<file path="src/ppu_pkg.sv">
package ppu_pkg;

  // ~~~~~~~~~~~~~~~~~~~~~~~~~~~~~~~~~~~~~~~~~~~~~~~~~~~~~~~~~~~~~~~~~~~~~~~~~~~
  // register map as seen by the CPU
  // ~~~~~~~~~~~~~~~~~~~~~~~~~~~~~~~~~~~~~~~~~~~~~~~~~~~~~~~~~~~~~~~~~~~~~~~~~~~

  typedef enum logic [2:0] {
    R_ppu_ctrl = 3'd0,  // control, bit 2 picks the data port step
    R_ppu_mask = 3'd1,
    R_ppu_stat = 3'd2,  // status, reading it clears the write toggle
    R_oam_addr = 3'd3,
    R_oam_data = 3'd4,
    R_ppu_scrl = 3'd5,
    R_ppu_addr = 3'd6,
    R_ppu_data = 3'd7
  } reg_index_e;

  typedef logic [7:0] byte_t;

  // one bit per register, indexed by reg_index_e
  typedef logic [7:0] reg_strobe_t;

  // ~~~~~~~~~~~~~~~~~~~~~~~~~~~~~~~~~~~~~~~~~~~~~~~~~~~~~~~~~~~~~~~~~~~~~~~~~~~
  // address widths
  // ~~~~~~~~~~~~~~~~~~~~~~~~~~~~~~~~~~~~~~~~~~~~~~~~~~~~~~~~~~~~~~~~~~~~~~~~~~~

  // layout of v and t, low to high:
  //   4:0   coarse X
  //   9:5   coarse Y
  //   11:10 nametable select
  //   14:12 fine Y
  typedef logic [14:0] loopy_addr_t;

  typedef logic [13:0] vram_addr_t;  // low 14 bits of v
  typedef logic [2:0]  fine_x_t;

  // ~~~~~~~~~~~~~~~~~~~~~~~~~~~~~~~~~~~~~~~~~~~~~~~~~~~~~~~~~~~~~~~~~~~~~~~~~~~
  // bundles between the blocks
  // ~~~~~~~~~~~~~~~~~~~~~~~~~~~~~~~~~~~~~~~~~~~~~~~~~~~~~~~~~~~~~~~~~~~~~~~~~~~

  // decoder to address block, strobes are high for a single cycle
  typedef struct packed {
    reg_strobe_t wstrobe;
    reg_strobe_t rstrobe;
    byte_t       wdata;
    logic        incr32;   // copy of control bit 2
  } reg_access_t;

  // address block to video memory
  typedef struct packed {
    vram_addr_t addr;
    byte_t      wdata;
    logic       wren;
  } vram_req_t;

  // request side of the Wishbone classic port
  typedef struct packed {
    logic       cyc;
    logic       stb;
    logic       we;
    reg_index_e adr;
    byte_t      dat;
  } wb_req_t;

endpackage

</file>
<file path="src/ppu_regdec.sv">
`timescale 1ns/10ps

module ppu_regdec
(
  input  logic                 I_clock,
  input  logic                 I_reset,
  input  ppu_pkg::wb_req_t     wb_req,
  output logic                 ack,
  output ppu_pkg::byte_t       rdata,
  input  ppu_pkg::byte_t       read_buffer,
  output ppu_pkg::reg_access_t access,
  output ppu_pkg::byte_t       render_mask
);

  import ppu_pkg::*;

  logic        bus_start;   // first cycle of a bus access
  reg_strobe_t strobe_sel;
  byte_t       read_sel;
  byte_t       ctrl_q;
  byte_t       mask_q;

  // ~~~~~~~~~~~~~~~~~~~~~~~~~~~~~~~~~~~~~~~~~~~~~~~~~~~~~~~~~~~~~~~~~~~~~~~~~~~
  // Wishbone slave
  // ~~~~~~~~~~~~~~~~~~~~~~~~~~~~~~~~~~~~~~~~~~~~~~~~~~~~~~~~~~~~~~~~~~~~~~~~~~~

  // ack is still low in the first cycle, so each access is seen exactly once
  assign bus_start = wb_req.cyc & wb_req.stb & ~ack;

  always_ff @(posedge I_clock or negedge I_reset)
  begin
    if (!I_reset)
    begin
      ack <= 1'b0;
    end
    else
    begin
      ack <= bus_start;   // one cycle pulse, the master drops stb after it
    end
  end

  // ~~~~~~~~~~~~~~~~~~~~~~~~~~~~~~~~~~~~~~~~~~~~~~~~~~~~~~~~~~~~~~~~~~~~~~~~~~~
  // one-hot strobes towards the address block
  // ~~~~~~~~~~~~~~~~~~~~~~~~~~~~~~~~~~~~~~~~~~~~~~~~~~~~~~~~~~~~~~~~~~~~~~~~~~~

  assign strobe_sel = reg_strobe_t'(1) << wb_req.adr;

  always_comb
  begin
    access.wstrobe = (bus_start & wb_req.we) ? strobe_sel : '0;
    access.rstrobe = (bus_start & ~wb_req.we) ? strobe_sel : '0;
    access.wdata   = wb_req.dat;
    access.incr32  = ctrl_q[2];
  end

  // ~~~~~~~~~~~~~~~~~~~~~~~~~~~~~~~~~~~~~~~~~~~~~~~~~~~~~~~~~~~~~~~~~~~~~~~~~~~
  // control and mask bytes
  // ~~~~~~~~~~~~~~~~~~~~~~~~~~~~~~~~~~~~~~~~~~~~~~~~~~~~~~~~~~~~~~~~~~~~~~~~~~~

  always_ff @(posedge I_clock or negedge I_reset)
  begin
    if (!I_reset)
    begin
      ctrl_q <= '0;
      mask_q <= '0;
    end
    else
    begin
      if (access.wstrobe[R_ppu_ctrl])
        ctrl_q <= wb_req.dat;
      if (access.wstrobe[R_ppu_mask])
        mask_q <= wb_req.dat;
    end
  end

  assign render_mask = mask_q;

  // ~~~~~~~~~~~~~~~~~~~~~~~~~~~~~~~~~~~~~~~~~~~~~~~~~~~~~~~~~~~~~~~~~~~~~~~~~~~
  // read data, presented together with ack
  // ~~~~~~~~~~~~~~~~~~~~~~~~~~~~~~~~~~~~~~~~~~~~~~~~~~~~~~~~~~~~~~~~~~~~~~~~~~~

  always_comb
  begin
    case (wb_req.adr)
      R_ppu_data: read_sel = read_buffer;  // value fetched by the previous access
      default:    read_sel = '0;           // no rendering, so status and the rest read zero
    endcase
  end

  always_ff @(posedge I_clock or negedge I_reset)
  begin
    if (!I_reset)
    begin
      rdata <= '0;
    end
    else if (bus_start)
    begin
      rdata <= wb_req.we ? byte_t'(0) : read_sel;
    end
  end

endmodule

</file>
<file path="config.mk">
export PLATFORM = sky130hd
export DESIGN_NAME = ppu_regdec
export DESIGN_NICKNAME = d
export VERILOG_FILES = /design/src/ppu_pkg.sv /design/src/ppu_regdec.sv
export SDC_FILE = /design/constraint.sdc
export NUM_CORES = 1
export LEC_CHECK = 0
export ABC_AREA = 0
export BUFFER_PORTS_ARGS = -buffer_cell sky130_fd_sc_hd__buf_2
export CORE_UTILIZATION = 42
export DETAILED_ROUTE_END_ITERATION = 6
export GPL_ROUTABILITY_DRIVEN = 0
export PLACE_DENSITY = 0.85
export SYNTH_ARGS = -nofsm -noshare
export SYNTH_HDL_FRONTEND = slang
export SYNTH_SLANG_ARGS = --single-unit
</file>
<file path="constraint.sdc">
create_clock -name I_clock -period 3.15 [get_ports I_clock]
set_clock_uncertainty 0.1 [all_clocks]
set_input_delay 0.4725 -clock I_clock [delete_from_list [all_inputs] [get_ports I_clock]]
set_output_delay 0.4725 -clock I_clock [all_outputs]
set_load 0.05 [all_outputs]
</file>
==> summary.md <==
| Metric | Value |
|---|---|
| Row Count | `16` |
| WP data required | `2.58 ns` |
| Logic pwr share | `between 30% and 40%` |
| Hold Slack | `0.295 ns` |
| Setup TNS | `0 ns` |
| CP max stage cell | `or3_1` |
| Io pins | `66` |
| Clock Power Share | `~22%` |
| CP peak stage delay | `0.50 ns` |
| Most numerous cell in the Yosys netlist | `dfrtp_1` |
| Dpl hpwl | `1.53 mm` |
| PortBufs | `65` |
| Synth area leaders | `dfrtp_1 (51%), mux2_4 (13%), a22o_1 (7.9%), buf_4 (6.7%), nor2_1 (3.4%)` |
| Sequential Area | `450 µm²` |
| Synthesis Warnings | `0` |
| Post-synth cell types | `20` |
| Kind of critical path | `reg -> out` |
| Switch share | `37.8%` |
| Root Buffer | `clkbuf_4` |
| Routed WL | `1.99 mm` |
| Synth area leader | `dfrtp_1` |
| Area delta synth->final | `36.7%` |
| Pin count of the biggest net entering global routing | `19` |
| Total leakage power | `roughly 0.72 nW` |
| Via count | `798` |
| CTS Buffer Depth | `2` |
| Pwr Density | `between 500 and 600 mW/mm²` |
| Gr ovfl total | `0` |
| Worst VDD drop | `294 µV` |
| Cell Area, Synth | `891 µm²` |
| Setup Viol. Count Final | `0` |
| Register area share after synthesis | `50.6%` |
| Vias in the first global route | `666` |
| Placed instance area | `0.00117 mm²` |
| Via density | `5.02` |
| Max Cap Viol | `0` |
| Setup crit end kind | `primary output` |
| Num CTS Buffers | `3` |
| DR WL met2 | `987 µm` |
| Die ar. | `0.00231 mm²` |
| DR WL met3 | `129 µm` |
| TritonCTS clock tree | `built` |
| Ys flop type | `dfrtp_1` |
| Drt pass-1 iters | `4` |
| HP Class | `in -> reg` |
| Post-synthesis cell count | `73` |
| Rel. slew slack | `64.3%` |
| Die H | `48.1 µm` |
| Startpoint Class | `flip-flop` |
| Antenna diode count | `0` |
| Remaining antenna violation count | `0` |
| Clock Sinks | `18` |
| All-Layer GR Usage | `17.9%` |
| Fillers | `186` |
| Per-cell routed wire length | `12.5 µm` |
| Top-area cell type share of the netlist area | `50.6%` |
| Critical path fanouts, max | `13` |
| Fmax | `384 MHz` |
| Endpoints failing hold | `0` |
| Initial DRC Count | `6` |
| Post-layout instance area | `0.00122 mm²` |
| Syn Area/Cell | `12.2 µm²` |
| Max Transition Viols Final | `0` |
| Starting Density | `44.9%` |
| Synth Register Bits | `18` |
| EDFF count, synth | `0` |
| Final Net Count | `157` |
| Worst-Margin Slew | `0.533 ns` |
| WL met1 | `~850 µm` |
| Net Count, Synth | `97` |
| Final period util | `slightly above 80%` |
| WP data arrival | `approximately 2.0 ns` |
| Pint | `0.391 mW` |
| Drt drc | `0` |
| Net Sw Power | `0.238 mW` |
| CP Cell Sequence | `nand3b_1 > or3_1 > nor3_1 > buf_2` |
| Most instantiated cells after synthesis | `dfrtp_1 (18), a22o_1 (8), buf_4 (8), mux2_4 (8), nor2_1 (8)` |
| Top routing layer used | `met4` |
| Worst-Skew Late Latency | `0.28 ns` |
| H-tree levels | `1` |
| Fin crit period | `2.61 ns` |
| First-pass GRT wire length | `2.87 mm` |
| Seq pwr share | `42.6%` |
| Die X | `48.1 µm` |
| FFs w/ async S/R, synth | `100%` |
| Status | `finished clean` |
| Layout cells sized above 1 | `61.4%` |
| Core area | `0.00198 mm²` |
| RSZ-0062 raised after global routing | `false` |
| CTS clock-pin slew for the worst setup and hold paths | `approximately 0.10 ns` |
| Antenna violations before repair | `0` |
| Footprint of the multi-input gates | `358 µm²` |
==> through the flow <==
step           cells  power, mW  setup slack [ns]  util [%]
2_1_floorplan     73      0.441            0.0429         -
3_3_place_gp     154      0.490             0.801      59.1
3_5_place_dp     154      0.493             0.742      59.1
4_1_cts          159      0.635             0.518      61.4
5_1_grt          159      0.660             0.376      61.4
6_report         159      0.629             0.543      61.4
==> worst max-delay path: cells and delay by family (launching register included) <==
kind / cells / cell delay (ns)
buffers and inverters: 1 / 0.28
flip-flops: 1 / 0.41
AND/OR/NAND/NOR: 3 / 1.06
==> metal layers <==
| metal | up-vias | track usage, % |
|---|---|---|
| li1 | 373 | - |
| met1 | 373 | 22.2 |
| met2 | 48 | 30.3 |
| met3 | 4 | 3.40 |
| met4 | 0 | 7.78 |
| met5 | - | 0 |
==> cell usage in the layout, fill, tap and decap left out, types with 2 or more instances in the layout <==
cell      netlist  final
clkbuf_4        0      3
nand3b_1        2      2
nor3_1          5      5
mux2_4          8      8
dfrtp_1        18     18
nor2_1          8      8
nor4_1          2      2
a22o_1          8      8
nand2b_1        2      2
buf_2           0     65
==> flip-flops by register name, summed over array words and instances, names as in the netlist <==
register,count
rdata,8
ack,1
render_mask,8
ctrl_q,1
==> repair_timing <==
| action | in CTS | in global routing |
|---|---|---|
| endpoints found under the hold margin | 17 | 0 |
| gates resized for setup | 0 | 0 |
| buffers inserted | 0 | 0 |
| hold buffers | 1 | 0 |
| endpoints found under the setup margin | 0 | 0 |
==> power by group through the flow <==
stage	logic (mW)	clock network, mW	registers (mW)
global route	0.235	0.154	0.271
detailed placement	0.221	0	0.272
floorplan	0.0786	0	0.362
CTS	0.223	0.144	0.268
global placement	0.219	0	0.271
finish	0.222	0.139	0.268
==> layout make-up <==
type | count | share of cell area (%)
Multi-Input combinational cell | 43 | 29.4
Clock buffer | 4 | 2.98
Tap cell | 27 | 2.77
Sequential cell | 18 | 37.0
Timing Repair Buffer | 66 | 27.5
Inverter | 1 | 0.308
==> kinds of logic after synthesis <==
group	synth area share (%)
and+or+nand+nor	17.6
DFF	50.6
buffers and inverters	9.27
muxes	14.7
AOI/OAI and AO/OA	7.87
==> final timing paths <==
check                      cells past startpoint                         end                  from  slack, ns
max reg2reg                                    3  render_mask[1]$_DFFE_PN0P_         ack$_DFF_PN0_       1.03
min reg2reg                                    1        rdata[1]$_DFFE_PN0N_  rdata[1]$_DFFE_PN0N_       0.41
max                                            4                   access[9]         ack$_DFF_PN0_       0.54
min in group asynchronous                      2  render_mask[5]$_DFFE_PN0P_               I_reset       0.54
min                                            2        rdata[1]$_DFFE_PN0N_        read_buffer[1]       0.29
max in group asynchronous                      2        rdata[0]$_DFFE_PN0N_               I_reset       2.14
(Power assumes the default switching activity.)
