===== src/ppu_pkg.sv =====
package ppu_pkg;

  // ~~~~~~~~~~~~~~~~~~~~~~~~~~~~~~~~~~~~~~~~~~~~~~~~~~~~~~~~~~~~~~~~~~~~~~~~~~~
  // register map as seen by the CPU
  // ~~~~~~~~~~~~~~~~~~~~~~~~~~~~~~~~~~~~~~~~~~~~~~~~~~~~~~~~~~~~~~~~~~~~~~~~~~~

  typedef enum logic [2:0] {
    R_ppu_ctrl = 3'd0,  // control, bit 2 picks the data port step
    R_ppu_mask = 3'd1,
    R_ppu_stat = 3'd2,  // status, reading it clears the write toggle
    R_oam_addr = 3'd3,
    R_oam_data = 3'd4,
    R_ppu_scrl = 3'd5,
    R_ppu_addr = 3'd6,
    R_ppu_data = 3'd7
  } reg_index_e;

  typedef logic [7:0] byte_t;

  // one bit per register, indexed by reg_index_e
  typedef logic [7:0] reg_strobe_t;

  // ~~~~~~~~~~~~~~~~~~~~~~~~~~~~~~~~~~~~~~~~~~~~~~~~~~~~~~~~~~~~~~~~~~~~~~~~~~~
  // address widths
  // ~~~~~~~~~~~~~~~~~~~~~~~~~~~~~~~~~~~~~~~~~~~~~~~~~~~~~~~~~~~~~~~~~~~~~~~~~~~

  // layout of v and t, low to high:
  //   4:0   coarse X
  //   9:5   coarse Y
  //   11:10 nametable select
  //   14:12 fine Y
  typedef logic [14:0] loopy_addr_t;

  typedef logic [13:0] vram_addr_t;  // low 14 bits of v
  typedef logic [2:0]  fine_x_t;

  // ~~~~~~~~~~~~~~~~~~~~~~~~~~~~~~~~~~~~~~~~~~~~~~~~~~~~~~~~~~~~~~~~~~~~~~~~~~~
  // bundles between the blocks
  // ~~~~~~~~~~~~~~~~~~~~~~~~~~~~~~~~~~~~~~~~~~~~~~~~~~~~~~~~~~~~~~~~~~~~~~~~~~~

  // decoder to address block, strobes are high for a single cycle
  typedef struct packed {
    reg_strobe_t wstrobe;
    reg_strobe_t rstrobe;
    byte_t       wdata;
    logic        incr32;   // copy of control bit 2
  } reg_access_t;

  // address block to video memory
  typedef struct packed {
    vram_addr_t addr;
    byte_t      wdata;
    logic       wren;
  } vram_req_t;

  // request side of the Wishbone classic port
  typedef struct packed {
    logic       cyc;
    logic       stb;
    logic       we;
    reg_index_e adr;
    byte_t      dat;
  } wb_req_t;

endpackage


===== src/video_address.sv =====
`timescale 1ns/10ps

module video_address
(
  input  logic                 I_clock,
  input  logic                 I_reset,
  input  ppu_pkg::reg_access_t access,
  input  ppu_pkg::byte_t       vram_rdata,
  output ppu_pkg::vram_req_t   vram_req,
  output ppu_pkg::fine_x_t     fine_x,
  output ppu_pkg::byte_t       read_buffer
);

  import ppu_pkg::*;

  loopy_addr_t v_addr;       // current video address
  loopy_addr_t t_addr;       // temporary address, built up by scroll and address writes
  loopy_addr_t v_step;
  fine_x_t     fine_q;
  logic        toggle;       // low selects the first write of a pair
  byte_t       rbuf_q;
  logic        data_access;

  assign data_access = access.wstrobe[R_ppu_data] | access.rstrobe[R_ppu_data];
  assign v_step      = access.incr32 ? loopy_addr_t'(32) : loopy_addr_t'(1);

  // ~~~~~~~~~~~~~~~~~~~~~~~~~~~~~~~~~~~~~~~~~~~~~~~~~~~~~~~~~~~~~~~~~~~~~~~~~~~
  // shared first/second write toggle
  // ~~~~~~~~~~~~~~~~~~~~~~~~~~~~~~~~~~~~~~~~~~~~~~~~~~~~~~~~~~~~~~~~~~~~~~~~~~~

  always_ff @(posedge I_clock or negedge I_reset)
  begin
    if (!I_reset)
      toggle <= 1'b0;
    else if (access.rstrobe[R_ppu_stat])
      toggle <= 1'b0;
    else if (access.wstrobe[R_ppu_addr] | access.wstrobe[R_ppu_scrl])
      toggle <= ~toggle;
  end

  // ~~~~~~~~~~~~~~~~~~~~~~~~~~~~~~~~~~~~~~~~~~~~~~~~~~~~~~~~~~~~~~~~~~~~~~~~~~~
  // t and fine X
  // ~~~~~~~~~~~~~~~~~~~~~~~~~~~~~~~~~~~~~~~~~~~~~~~~~~~~~~~~~~~~~~~~~~~~~~~~~~~

  always_ff @(posedge I_clock or negedge I_reset)
  begin
    if (!I_reset)
    begin
      t_addr <= '0;
      fine_q <= '0;
    end
    else if (access.wstrobe[R_ppu_ctrl])
    begin
      t_addr[11:10] <= access.wdata[1:0];  // nametable select
    end
    else if (access.wstrobe[R_ppu_scrl])
    begin
      if (!toggle)
      begin
        t_addr[4:0] <= access.wdata[7:3];
        fine_q      <= access.wdata[2:0];
      end
      else
      begin
        t_addr[9:5]   <= access.wdata[7:3];
        t_addr[14:12] <= access.wdata[2:0];
      end
    end
    else if (access.wstrobe[R_ppu_addr])
    begin
      if (!toggle)
      begin
        t_addr[14]   <= 1'b0;              // top bit is out of reach of the CPU
        t_addr[13:8] <= access.wdata[5:0];
      end
      else
      begin
        t_addr[7:0] <= access.wdata;
      end
    end
  end

  // ~~~~~~~~~~~~~~~~~~~~~~~~~~~~~~~~~~~~~~~~~~~~~~~~~~~~~~~~~~~~~~~~~~~~~~~~~~~
  // v, loaded from t and stepped by the data port
  // ~~~~~~~~~~~~~~~~~~~~~~~~~~~~~~~~~~~~~~~~~~~~~~~~~~~~~~~~~~~~~~~~~~~~~~~~~~~

  always_ff @(posedge I_clock or negedge I_reset)
  begin
    if (!I_reset)
      v_addr <= '0;
    else if (data_access)
      v_addr <= v_addr + v_step;
    else if (access.wstrobe[R_ppu_addr] && toggle)
      v_addr <= {t_addr[14:8], access.wdata};  // t with its new low byte
  end

  // the memory output already holds the byte at v when a data read strobes
  always_ff @(posedge I_clock or negedge I_reset)
  begin
    if (!I_reset)
      rbuf_q <= '0;
    else if (access.rstrobe[R_ppu_data])
      rbuf_q <= vram_rdata;
  end

  // write goes to the old v while v steps on the same edge
  always_comb
  begin
    vram_req.addr  = v_addr[13:0];
    vram_req.wdata = access.wdata;
    vram_req.wren  = access.wstrobe[R_ppu_data];
  end

  assign fine_x      = fine_q;
  assign read_buffer = rbuf_q;

endmodule


===== config.mk =====
export PLATFORM = sky130hd
export DESIGN_NAME = video_address
export DESIGN_NICKNAME = d
export VERILOG_FILES = /design/src/ppu_pkg.sv /design/src/video_address.sv
export SDC_FILE = /design/constraint.sdc
export NUM_CORES = 1
export LEC_CHECK = 0
export BUFFER_PORTS_ARGS = -buffer_cell sky130_fd_sc_hd__buf_2
export CORE_ASPECT_RATIO = 1.4
export CORE_UTILIZATION = 48
export DETAILED_ROUTE_END_ITERATION = 16
export MAX_ROUTING_LAYER = met4
export PLACE_DENSITY = 0.84
export SLEW_MARGIN = 10
export SYNTH_ARGS = -nofsm -noshare
export SYNTH_HDL_FRONTEND = slang
export SYNTH_SLANG_ARGS = --single-unit

===== constraint.sdc =====
create_clock -name I_clock -period 2 [get_ports I_clock]
set_input_delay 0.2 -clock I_clock [delete_from_list [all_inputs] [get_ports I_clock]]
set_output_delay 0.2 -clock I_clock [all_outputs]
set_load 0.01 [all_outputs]

==> impl_metrics.json <==
{
  "overflow": 0,
  "cp_cell_sequence": "ha_1 -> and3_2 -> a41o_2 -> and3_2 -> a211oi_1",
  "io-pin-count": 69,
  "cts-root-buf": "clkbuf_8",
  "instances_no_fill": 256,
  "cts.clk_slew.worst_paths_ns": 0.07,
  "p_clk_share_pct": 21.6,
  "placed_cells": 247,
  "routed-wl-met2_um": 2130,
  "clockBufferDepth": 2,
  "crit_family": "compound AO/OA/AOI/OAI gates",
  "p_sw_mw": 0.874,
  "fin_area_mm2": 0.00209,
  "cpPeakStageDelay_ns": 0.40,
  "coreArea_mm2": 0.00344,
  "drc": 0,
  "crit_type": "reg -> reg",
  "die_y_um": 73.6,
  "critPathRequiredTime_ns": 2.20,
  "drtPass1Iterations": 4,
  "synth.yosys.seq_area_share_pct": 45.6,
  "vdd_drop_max_mv": 0.600,
  "fmax_mhz": 572,
  "slew_headroom_pct": 53.4,
  "detail-route-antenna-nets": 0,
  "crit_top_cell": "and3_2",
  "cts_buffers": 5,
  "rsz0062_at_grt": "false",
  "dpl_cell_area_mm2": 0.00199,
  "met1_length_um": 1590,
  "wl_met3_um": 206,
  "timing.clock.skew_ns": 0.00505,
  "synthArstFlopShare_pct": 100,
  "cts_resized": 0,
  "worst-slew-pin-transition_ns": 0.698,
  "setup_violations": 0,
  "report.final.slew_viol_count": 0,
  "regArea_um2": 801,
  "post-dp-hpwl_um": 3020,
  "critPathLaunchType": "flop",
  "synth_flop_cell": "dfrtp_1",
  "hold_violations": 0,
  "antenna_cells": 0,
  "timing.hold.ws_ns": 0.0572,
  "portBuffers": 58,
  "switching_share_pct": 36.8,
  "insertion_delay_ns": 0.29,
  "htree_levels": 2,
  "arrival_ns": 1.95,
  "endpoint_kind": "flop",
  "fillers": 312,
  "drtIter0Drc": 15,
  "power_leakage_nw": 1.02,
  "routed.top_layer": "met4",
  "dieArea_mm2": 0.00391,
  "max_cap_viol_count": 0,
  "place.gp.congestion": 0.877,
  "syn_inst": 163,
  "tns_ns": 0,
  "start_util_pct": 51.0,
  "critical_path.max_fanout": 7,
  "grt_max_degree": 33,
  "syn-cell-area_mm2": 0.00176,
  "postSynthAreaPerCell_um2": 10.8,
  "via_count": 1447,
  "tritoncts": "yes",
  "seqPwrFrac_pct": 43.9,
  "viasPerCell": 5.65,
  "grt_usage_pct": 23.7,
  "routed_wl_um": 3970,
  "layout_commonest_cell": "buf_2",
  "syn_to_final_growth_pct": 18.9,
  "final_nets": 253,
  "die_w_um": 53.1,
  "multiInputGateArea_um2": 831,
  "critPathSlowestCell": "dfrtp_1",
  "synth-edff-count": 0,
  "synth_seq_cells": 32,
  "syn-num-nets": 201,
  "p_int_mw": 1.50,
  "yosysWarnings": 0,
  "grt_pass1_vias": 1396,
  "fin_crit_sh_pct": 87.4,
  "status": "finished clean",
  "row_count": 25,
  "grt_pass1_wl_um": 6400,
  "combPwrFrac_pct": 34.5,
  "power_density_mw_per_mm2": 1140,
  "cts_sinks": 32,
  "hold_class": "in -> reg",
  "antenna_found_initial": 0,
  "synth_cell_types": 41,
  "layout_common_cells": "58 x buf_2, 32 x dfrtp_1, 14 x nor2_1",
  "layout-drive-gt1-share_pct": 40.7,
  "path_buf_inv": 0,
  "period_needed_ns": 1.75,
  "avgRoutedWirePerCell_um": 15.5,
  "final_util_pct": 60.7
}
==> layer usage <==
| metal | GRT usage [%] | vias to the layer above |
|---|---|---|
| met5 | - | - |
| met4 | 9.36 | 0 |
| met3 | 7.04 | 6 |
| met2 | 37.6 | 47 |
| met1 | 27.7 | 709 |
| li1 | - | 685 |
==> through the flow <==
step	total power [mW]	worst slack (ns)
2_1_floorplan	1.56	0.331
3_3_place_gp	1.84	0.297
3_5_place_dp	1.88	0.270
4_1_cts	2.40	0.256
5_1_grt	2.54	0.152
6_report	2.38	0.252
==> flip-flops by register name, indices dropped and copies added, names as in the netlist <==
signal and count:
v_addr 14, fine_x 3, toggle 1, t_addr 6, read_buffer 8
==> kinds of logic after synthesis <==
logic type	Yosys count	share of synthesized area [%]
fa+ha+maj	3	2.14
flops	32	45.6
compound gates	35	14.0
xor+xnor	3	1.50
buf+inv	17	7.06
simple gates	51	16.3
mux	22	13.3
==> power by group through the flow <==
stage	combinational, mW	sequential [mW]	clock [mW]
finish	0.820	1.04	0.515
global route	0.913	1.07	0.556
CTS	0.829	1.04	0.534
detailed placement	0.823	1.05	0
global placement	0.798	1.04	0
floorplan	0.467	1.09	0
==> synthesized netlist by cell type, types with 4 or more instances <==
cell / count / area [um2]
nor2_1: 14 / 52.6
a21oi_1: 9 / 45.0
and3_1: 4 / 25.0
mux2_2: 11 / 124
o21ai_0: 8 / 40.0
dfrtp_1: 32 / 801
buf_4: 9 / 67.6
nand2_1: 13 / 48.8
nand3_1: 4 / 20.0
mux2i_1: 11 / 110
==> path summary, 6_finish.rpt <==
check	from	endpoint	slack (ns)	cells after the start
max	v_addr[5]$_DFFE_PN0P_	v_addr[11]$_DFFE_PN0P_	0.25	5
min	access[11]	toggle$_DFFE_PN0P_	0.06	2
max reg2reg	v_addr[5]$_DFFE_PN0P_	v_addr[11]$_DFFE_PN0P_	0.25	5
min reg2reg	t_addr[11]$_DFFE_PN0P_	t_addr[11]$_DFFE_PN0P_	0.50	2
max in group asynchronous	I_reset	t_addr[10]$_DFFE_PN0P_	1.06	2
min in group asynchronous	I_reset	v_addr[10]$_DFFE_PN0P_	0.48	2
==> layout make-up <==
type | instances | area share [%]
multi-input combinational | 114 | 39.8
sequential | 32 | 38.4
timing repair buffer | 60 | 14.7
clock buffer | 8 | 4.32
tap | 40 | 2.40
inverter | 2 | 0.360
==> repair_timing <==
| item | 4_1_cts | 5_1_grt |
|---|---|---|
| hold endpoints to repair | 32 | 0 |
| hold buffers | 1 | 0 |
| buffers inserted | 0 | 0 |
Note: power is estimated with default switching activity, not from simulation.
